===== src/cpu8_pkg.sv =====
package cpu8_pkg;

    // Basic widths of the machine
    typedef logic [7:0] data_t;         // Bus and register word
    typedef logic [3:0] addr_t;         // RAM address and PC value
    typedef logic [3:0] opcode_t;       // Upper nibble of an instruction

    localparam int RAM_DEPTH = 16;      // Whole address space of the 4-bit MAR

    // Opcode map
    localparam opcode_t OP_LDA = 4'h0;  // A <= RAM[op]
    localparam opcode_t OP_ADD = 4'h1;  // A <= A + RAM[op]
    localparam opcode_t OP_SUB = 4'h2;  // A <= A - RAM[op]
    localparam opcode_t OP_STA = 4'h3;  // RAM[op] <= A
    localparam opcode_t OP_LDI = 4'h4;  // A <= {0, op}
    localparam opcode_t OP_JMP = 4'h5;  // PC <= op
    localparam opcode_t OP_JC  = 4'h6;  // Jump on carry
    localparam opcode_t OP_JZ  = 4'h7;  // Jump on zero
    localparam opcode_t OP_OUT = 4'he;  // Out register <= A
    localparam opcode_t OP_HLT = 4'hf;  // Stop the sequencer

    // Sequencer steps
    typedef enum logic [2:0] {
        T1,                             // MAR <= PC
        T2,                             // PC + 1
        T3,                             // IR <= RAM
        T4,                             // First execute step
        T5,
        T6,
        HALT                            // Parked until reset or program mode
    } step_e;

    // Internal bus source select
    typedef enum logic [2:0] {
        NONE,                           // Bus reads zero
        PC,
        RAM,
        IR_OPERAND,                     // Low nibble of IR, zero extended
        ACC,
        ALU
    } bus_src_e;

    // Control word, all fields active high
    typedef struct packed {
        logic     inc_pc;
        logic     load_pc;
        logic     load_mar;
        logic     write_ram;            // RAM[MAR] <= A
        logic     load_ir;
        logic     load_a;
        logic     load_b;
        logic     sub;                  // ALU subtracts instead of adds
        logic     load_flags;
        logic     load_out;
        bus_src_e bus_src;
    } ctrl_t;

endpackage


===== src/program_counter.sv =====
`timescale 1ns/100ps

module program_counter import cpu8_pkg::*; (
    input  logic  clk,
    input  logic  rst_n,
    input  logic  hold,     // Program mode keeps the PC at zero
    input  ctrl_t ctrl,
    input  data_t bus,
    output addr_t pc
);

    // Jump target is the low nibble of the bus
    addr_t bus_addr;

    assign bus_addr = bus[3:0];

    // Clear has priority over load, load over count
    always_ff @(posedge clk) begin
        if (!rst_n || hold) begin
            pc <= '0;                   // Start of program
        end else if (ctrl.load_pc) begin
            pc <= bus_addr;             // JMP or taken JC/JZ
        end else if (ctrl.inc_pc) begin
            pc <= pc + addr_t'(1);      // Wraps from 15 to 0
        end
    end

endmodule


===== src/memory_unit.sv =====
`timescale 1ns/100ps

module memory_unit import cpu8_pkg::*; (
    input  logic  clk,
    input  logic  rst_n,
    input  ctrl_t ctrl,
    input  data_t bus,          // Address source for the MAR
    input  data_t acc,          // Store data for STA
    input  logic  prog_we,      // External program load strobe
    input  addr_t prog_addr,
    input  data_t prog_data,
    output data_t ram_data      // Asynchronous read at MAR
);

    addr_t mar;                         // Memory address register
    data_t mem [RAM_DEPTH];             // 16 x 8 program and data store

    // MAR loads from the low nibble of the bus
    always_ff @(posedge clk) begin
        if (!rst_n) begin
            mar <= '0;
        end else if (ctrl.load_mar) begin
            mar <= bus[3:0];            // PC in T1 or operand in T4
        end
    end

    // Two write ports folded into one
    // Program port wins over a CPU store
    always_ff @(posedge clk) begin
        if (prog_we) begin
            mem[prog_addr] <= prog_data;    // Loader path
        end else if (ctrl.write_ram) begin
            mem[mar] <= acc;                // STA in T5
        end
    end

    // Combinational read so the IR and A can load in the same step
    assign ram_data = mem[mar];

endmodule


===== src/alu.sv =====
`timescale 1ns/100ps

module alu import cpu8_pkg::*; (
    input  logic  clk,
    input  logic  rst_n,
    input  ctrl_t ctrl,
    input  data_t acc,
    input  data_t b_value,
    output data_t result,   // Combinational sum or difference
    output logic  cf,       // Registered carry flag
    output logic  zf        // Registered zero flag
);

    data_t      operand_b;              // B or its inverse
    logic [8:0] sum;                    // Carry in bit 8

    // Subtract is A + ~B + 1
    assign operand_b = ctrl.sub ? ~b_value : b_value;
    assign sum       = {1'b0, acc} + {1'b0, operand_b} + {8'd0, ctrl.sub};
    assign result    = sum[7:0];

    // Flags follow ADD and SUB only
    always_ff @(posedge clk) begin
        if (!rst_n) begin
            cf <= 1'b0;
            zf <= 1'b0;
        end else if (ctrl.load_flags) begin
            cf <= sum[8];               // For SUB set when A >= B
            zf <= (result == '0);
        end
    end

endmodule


===== src/cpu_datapath.sv =====
`timescale 1ns/100ps

module cpu_datapath import cpu8_pkg::*; (
    input  logic    clk,
    input  logic    rst_n,
    input  ctrl_t   ctrl,
    input  addr_t   pc,
    input  data_t   ram_data,
    input  data_t   alu_result,
    output data_t   bus,            // Internal multiplexed bus
    output data_t   acc,            // Accumulator A
    output data_t   b_value,        // B register toward the ALU
    output opcode_t opcode,         // IR upper nibble
    output data_t   out_value,      // Output register
    output logic    out_strobe      // One cycle after an OUT load
);

    data_t ir;                      // Instruction register
    data_t operand;                 // IR low nibble zero extended

    assign operand = {4'h0, ir[3:0]};
    assign opcode  = ir[7:4];

    // Bus source select replaces the tri-state bus
    always_comb begin
        case (ctrl.bus_src)
            PC:         bus = {4'h0, pc};
            RAM:        bus = ram_data;
            IR_OPERAND: bus = operand;  // Address, immediate or jump target
            ACC:        bus = acc;
            ALU:        bus = alu_result;
            default:    bus = '0;       // Idle bus
        endcase
    end

    // Instruction register
    always_ff @(posedge clk) begin
        if (!rst_n) begin
            ir <= '0;
        end else if (ctrl.load_ir) begin
            ir <= bus;                  // Fetch in T3
        end
    end

    // Accumulator
    always_ff @(posedge clk) begin
        if (!rst_n) begin
            acc <= '0;
        end else if (ctrl.load_a) begin
            acc <= bus;                 // LDA, LDI or ALU result
        end
    end

    // B register feeds the ALU only
    always_ff @(posedge clk) begin
        if (!rst_n) begin
            b_value <= '0;
        end else if (ctrl.load_b) begin
            b_value <= bus;
        end
    end

    // Output register and its strobe
    // Value and strobe change on the same edge
    always_ff @(posedge clk) begin
        if (!rst_n) begin
            out_value  <= '0;
            out_strobe <= 1'b0;
        end else begin
            out_strobe <= ctrl.load_out;
            if (ctrl.load_out) begin
                out_value <= bus;       // A on the bus in T4 of OUT
            end
        end
    end

endmodule


===== src/control_block.sv =====
`timescale 1ns/100ps

module control_block import cpu8_pkg::*; (
    input  logic    clk,
    input  logic    rst_n,
    input  logic    hold,       // Program mode parks the sequencer at T1
    input  opcode_t opcode,
    input  logic    cf,
    input  logic    zf,
    output ctrl_t   ctrl,
    output logic    halted
);

    step_e step;
    step_e step_next;
    logic  jump_taken;              // Condition for JMP, JC and JZ

    // Step sequencer
    always_ff @(posedge clk) begin
        if (!rst_n || hold) begin
            step <= T1;
        end else begin
            step <= step_next;
        end
    end

    // Six steps per instruction unless HLT parks in HALT after T4
    always_comb begin
        case (step)
            T1:      step_next = T2;
            T2:      step_next = T3;
            T3:      step_next = T4;
            T4:      step_next = (opcode == OP_HLT) ? HALT : T5;
            T5:      step_next = T6;
            T6:      step_next = T1;
            default: step_next = HALT;  // HALT holds
        endcase
    end

    always_comb begin
        case (opcode)
            OP_JMP:  jump_taken = 1'b1;
            OP_JC:   jump_taken = cf;
            OP_JZ:   jump_taken = zf;
            default: jump_taken = 1'b0;
        endcase
    end

    // Microcode decode
    always_comb begin
        ctrl         = '0;
        ctrl.bus_src = NONE;
        case (step)
            T1: begin                       // Address the next instruction
                ctrl.bus_src  = PC;
                ctrl.load_mar = 1'b1;
            end
            T2: ctrl.inc_pc = 1'b1;
            T3: begin                       // Fetch
                ctrl.bus_src = RAM;
                ctrl.load_ir = 1'b1;
            end
            T4: begin
                case (opcode)
                    OP_LDA, OP_ADD, OP_SUB, OP_STA: begin
                        ctrl.bus_src  = IR_OPERAND; // Point MAR at the operand
                        ctrl.load_mar = 1'b1;
                    end
                    OP_LDI: begin
                        ctrl.bus_src = IR_OPERAND;
                        ctrl.load_a  = 1'b1;
                    end
                    OP_JMP, OP_JC, OP_JZ: begin
                        ctrl.bus_src = IR_OPERAND;
                        ctrl.load_pc = jump_taken;  // Untaken jumps fall through
                    end
                    OP_OUT: begin
                        ctrl.bus_src  = ACC;
                        ctrl.load_out = 1'b1;
                    end
                    default: ;                      // HLT and unused opcodes
                endcase
            end
            T5: begin
                case (opcode)
                    OP_LDA: begin
                        ctrl.bus_src = RAM;
                        ctrl.load_a  = 1'b1;
                    end
                    OP_ADD, OP_SUB: begin
                        ctrl.bus_src = RAM;
                        ctrl.load_b  = 1'b1;        // Second operand into B
                    end
                    OP_STA:  ctrl.write_ram = 1'b1;
                    default: ;
                endcase
            end
            T6: begin
                if (opcode == OP_ADD || opcode == OP_SUB) begin
                    ctrl.bus_src    = ALU;
                    ctrl.sub        = (opcode == OP_SUB);
                    ctrl.load_a     = 1'b1;
                    ctrl.load_flags = 1'b1;         // Flags track the same result
                end
            end
            default: ;                              // HALT drives nothing
        endcase
    end

    assign halted = (step == HALT);

endmodule


===== src/cpu8_top.sv =====
`timescale 1ns/100ps

module cpu8_top import cpu8_pkg::*; (
    input  logic  clk,
    input  logic  rst_n,
    input  logic  prog_en,      // Program mode holds the CPU at address 0
    input  logic  prog_we,
    input  addr_t prog_addr,
    input  data_t prog_data,
    output data_t out_value,
    output logic  out_strobe,
    output logic  halted
);

    ctrl_t   ctrl;              // Control word from the sequencer
    data_t   bus;               // Multiplexed internal bus
    data_t   acc;
    data_t   b_value;
    data_t   ram_data;          // RAM read at MAR
    data_t   alu_result;
    addr_t   pc;
    opcode_t opcode;            // IR upper nibble to the decoder
    logic    cf;
    logic    zf;

    program_counter pc0 (
        .clk  (clk),
        .rst_n(rst_n),
        .hold (prog_en),
        .ctrl (ctrl),
        .bus  (bus),
        .pc   (pc)
    );

    memory_unit mem0 (
        .clk      (clk),
        .rst_n    (rst_n),
        .ctrl     (ctrl),
        .bus      (bus),
        .acc      (acc),
        .prog_we  (prog_we),
        .prog_addr(prog_addr),
        .prog_data(prog_data),
        .ram_data (ram_data)
    );

    alu alu0 (
        .clk    (clk),
        .rst_n  (rst_n),
        .ctrl   (ctrl),
        .acc    (acc),
        .b_value(b_value),
        .result (alu_result),
        .cf     (cf),
        .zf     (zf)
    );

    cpu_datapath dp0 (
        .clk       (clk),
        .rst_n     (rst_n),
        .ctrl      (ctrl),
        .pc        (pc),
        .ram_data  (ram_data),
        .alu_result(alu_result),
        .bus       (bus),
        .acc       (acc),
        .b_value   (b_value),
        .opcode    (opcode),
        .out_value (out_value),
        .out_strobe(out_strobe)
    );

    control_block cb0 (
        .clk   (clk),
        .rst_n (rst_n),
        .hold  (prog_en),
        .opcode(opcode),
        .cf    (cf),
        .zf    (zf),
        .ctrl  (ctrl),
        .halted(halted)
    );

endmodule


===== config.mk =====
export PLATFORM = sky130hd
export DESIGN_NAME = cpu8_top
export DESIGN_NICKNAME = d
export VERILOG_FILES = /design/src/cpu8_pkg.sv /design/src/program_counter.sv /design/src/memory_unit.sv /design/src/alu.sv /design/src/cpu_datapath.sv /design/src/control_block.sv /design/src/cpu8_top.sv
export SDC_FILE = /design/constraint.sdc
export NUM_CORES = 1
export LEC_CHECK = 0
export ABC_CLOCK_PERIOD_IN_PS = 4260
export BUFFER_PORTS_ARGS = -buffer_cell sky130_fd_sc_hd__buf_2
export CAP_MARGIN = 25
export CORE_AREA = 2 2 161 84
export CTS_CLUSTER_SIZE = 28
export DETAILED_ROUTE_END_ITERATION = 16
export DIE_AREA = 0 0 163 86
export GPL_TIMING_DRIVEN = 0
export PLACE_DENSITY = 0.89
export SYNTH_ARGS = -nofsm -noshare
export SYNTH_HDL_FRONTEND = slang
export SYNTH_SLANG_ARGS = --single-unit

===== constraint.sdc =====
create_clock -name clk -period 4.26 [get_ports clk]
set_input_delay 0.639 -clock clk [delete_from_list [all_inputs] [get_ports clk]]
set_output_delay 0.639 -clock clk [all_outputs]
set_load 0.005 [all_outputs]

==> summary.txt <==
Placement
  • Dpl hpwl: 11.9 mm
  • Port Buffers: 25
  • Placed insts: 718
  • GPL Wtd Cong: 0.939
  • Area after DPL: 7910 sq um

Routing
  • Number of vias per cell: 6.85
  • Detailed Route WL: 18.8 mm
  • Initial drt markers: 583
  • Total number of vias: 5144
  • Post-route ant nets: 0
  • Remaining DRCs: 0
  • Drt pass-1 iters: 5
  • Routed len/inst: 25.0 um

Worst setup path
  • Reg-to-Reg Start: dp0.ir[7]
  • Startpoint types: register
  • CP endpoint kind: register
  • Critical path peak fanout: 9
  • Worst setup startpoint: dp0.ir[7]
  • Critical path class: reg2reg
  • Reg2Reg Depth: 9
  • Arrival @ worst endpoint: 4.14 ns
  • Worst endpoint required time: 4.53 ns

Hold path
  • Hold crit path type: reg2reg
  • Hold Path Stages: 2
  • Hold Path Origin: alu0.zf

STA
  • Minimum hold slack: 0.485 ns
  • Fin crit share: 90.9%
  • Sum Neg Setup Slack: 0 ns
  • Peak Freq: 0.258 GHz
  • Final Skew: 0.00984 ns
  • Fin crit period: 3.87 ns
  • Max-slew violations: 0
  • Final setup viols: 0
  • Unrepaired setup endpoints after global routing: false
  • Rel. slew slack: 34.1%
  • Endpoints failing hold: 0
  • Worst-Margin Slew: 0.985 ns

Layout
  • Final Cell Area: 8470 sq um
  • NumNets Final: 592
  • Area growth, synth to finish: 11.9%
  • Finished Layout Cells: 751
  • Layout cells sized above 1: 19.5%

Clock tree
  • # H-tree levels: 4
  • CTS Buffer Depth: 2
  • Clock Sinks: 178
  • Setup bufs post-CTS: 0
  • Clk root buf: clkbuf_16
  • Worst-Skew Late Latency: 0.43 ns
  • Post-CTS sizing: 0
  • Hold Buf Count CTS: 0
  • CTS tree: yes
  • Clock slew at reported path FFs: 0.07 ns
  • TritonCTS buffer count: 17

Synthesis
  • Synth Warn #: 0
  • Main synth FF type: edfxtp_1
  • Mapped Nets: 548
  • Area share of the leading cell type in the synthesized netlist: 50.8%
  • Post-Syn Area: 7570 sq um
  • Syn Area/Cell: 14.5 sq um
  • Synth cell types: 58
  • Asr flop ratio synth: 0%
  • Yosys reg bits: 178
  • EDFF count, synth: 128
  • Synth area leaders: edfxtp_1 (51%), dfxtp_1 (13%), mux4_2 (10%), a21oi_1 (3.0%), o21ai_0 (2.2%)
  • Post-synth top area cell: edfxtp_1
  • Sequential-to-total area share from yosys stat: 64.0%
  • Syn Inst Count: 523

Global route
  • Antenna violations before repair: 0
  • Vias in the first global route: 5028
  • First-pass GRT wire length: 28.5 mm
  • GRT overflow: 0
  • Tot GR Track Use: 27.9%
  • Largest net degree at the start of global routing: 17

Die
  • # IOs: 26
  • Die height: 86 um
  • Initial core utilization: 60.5%
  • Die width: 163 um
  • Core area: 12500 sq um
  • Rows: 29
  • Die footprint: 14000 sq um

Status
  • Status: complete, no violations

Flow run
  • Max cap viols: 0

Pwr
  • P_sw: 857 uW
  • Static Leak: 0.00278 uW
  • Peak supply drop: 0.261 mV
  • Gate power share: 6.2%
  • Overall power: 3640 uW
  • Power density cells: 429 nW/um^2
  • Reg power frac: 52.2%
  • Clk pwr share: 41.6%
  • Sw Ratio: 23.6%
  • Power Internal: 2780 uW
## per-stage QoR
step	utilization, %	setup slack (ns)
finish	67.7	0.387
global route	67.6	0.264
CTS	67.6	0.521
detailed placement	63.2	0.584
global placement	63.2	0.606
floorplan	-	1.23
## logic make-up after synthesis
family | Yosys count | synth area share [%]
fa+ha+maj | 9 | 1.59
simple gates | 100 | 6.76
compound gates | 128 | 10.3
buf+inv | 34 | 1.88
flops | 178 | 64.0
xor+xnor | 16 | 1.85
mux | 58 | 13.6
## final timing paths
check / slack [ns] / endpoint
worst min-delay path: 0.48 / alu0.zf
worst min register to register: 0.48 / alu0.zf
worst max register to register: 0.39 / mem0.mar[2]
worst max-delay path: 0.39 / mem0.mar[2]
## power by group through the flow
stage | Sequential (uW) | Combinational (uW) | Clock (uW)
3_3_place_gp | 1930 | 204 | 0
6_report | 1900 | 225 | 1510
4_1_cts | 1900 | 220 | 1510
2_1_floorplan | 1920 | 150 | 0
3_5_place_dp | 1930 | 214 | 0
5_1_grt | 1900 | 239 | 1560
## registers in the layout, summed over array words and instances (netlist names), 2 cells and up, named ones only
signal         flops
dp0.b_value        8
mem0.mem         128
dp0.out_value      8
mem0.mar           4
pc0.pc             4
dp0.ir             8
dp0.acc            8
cb0.step           2
## final cells by class
class | count | area (sq um)
Sequential cell | 178 | 4840
Clock buffer | 19 | 433
Timing Repair Buffer | 25 | 125
Fill cell | 775 | 4050
Buffer | 23 | 101
Antenna cell | 1 | 2.50
Inverter | 11 | 41.3
Multi-Input combinational cell | 311 | 2580
Tap cell | 170 | 213
Clock inverter | 13 | 125
## worst max-delay path, stage by stage (launching register included)
cell and delay [ns]:
dfxtp_1 0.36, nor4b_1 0.70, nand3_1 0.64, xnor2_1 0.33
fa_1 0.45, xor2_1 0.20, a22oi_1 0.15, o21ai_0 0.17
a21oi_1 0.49, a21oi_1 0.20
## synthesized netlist by cell type, types with 6 or more instances
cell type / count
dfxtp_1: 50
inv_1: 10
o21ai_0: 34
a211oi_1: 11
nand2_1: 16
xnor2_1: 12
edfxtp_1: 128
mux2_2: 10
a31oi_1: 8
buf_2: 6
nand3_1: 8
ha_1: 8
mux2i_1: 13
nor2_1: 39
clkbuf_1: 12
a21oi_1: 46
a22oi_1: 7
mux4_2: 35
## metal layers
layer	up-vias	GRT usage [%]	wire [um]
li1	2155	-	-
met1	2544	35.9	7290
met2	386	46.2	9130
met3	59	6.48	1830
met4	0	12.0	551
met5	-	0	0
## cells in the final DEF, fill, tap and decap left out, drive strengths merged, types with 12 or more instances in the layout
cell type  instances
edfxtp           128
dfxtp             50
a21oi             46
nor2              39
buf               36
mux4              35
o21ai             35
clkbuf            31
nand2             16
inv               16
mux2i             13
xnor2             12
(Power assumes the default switching activity.)
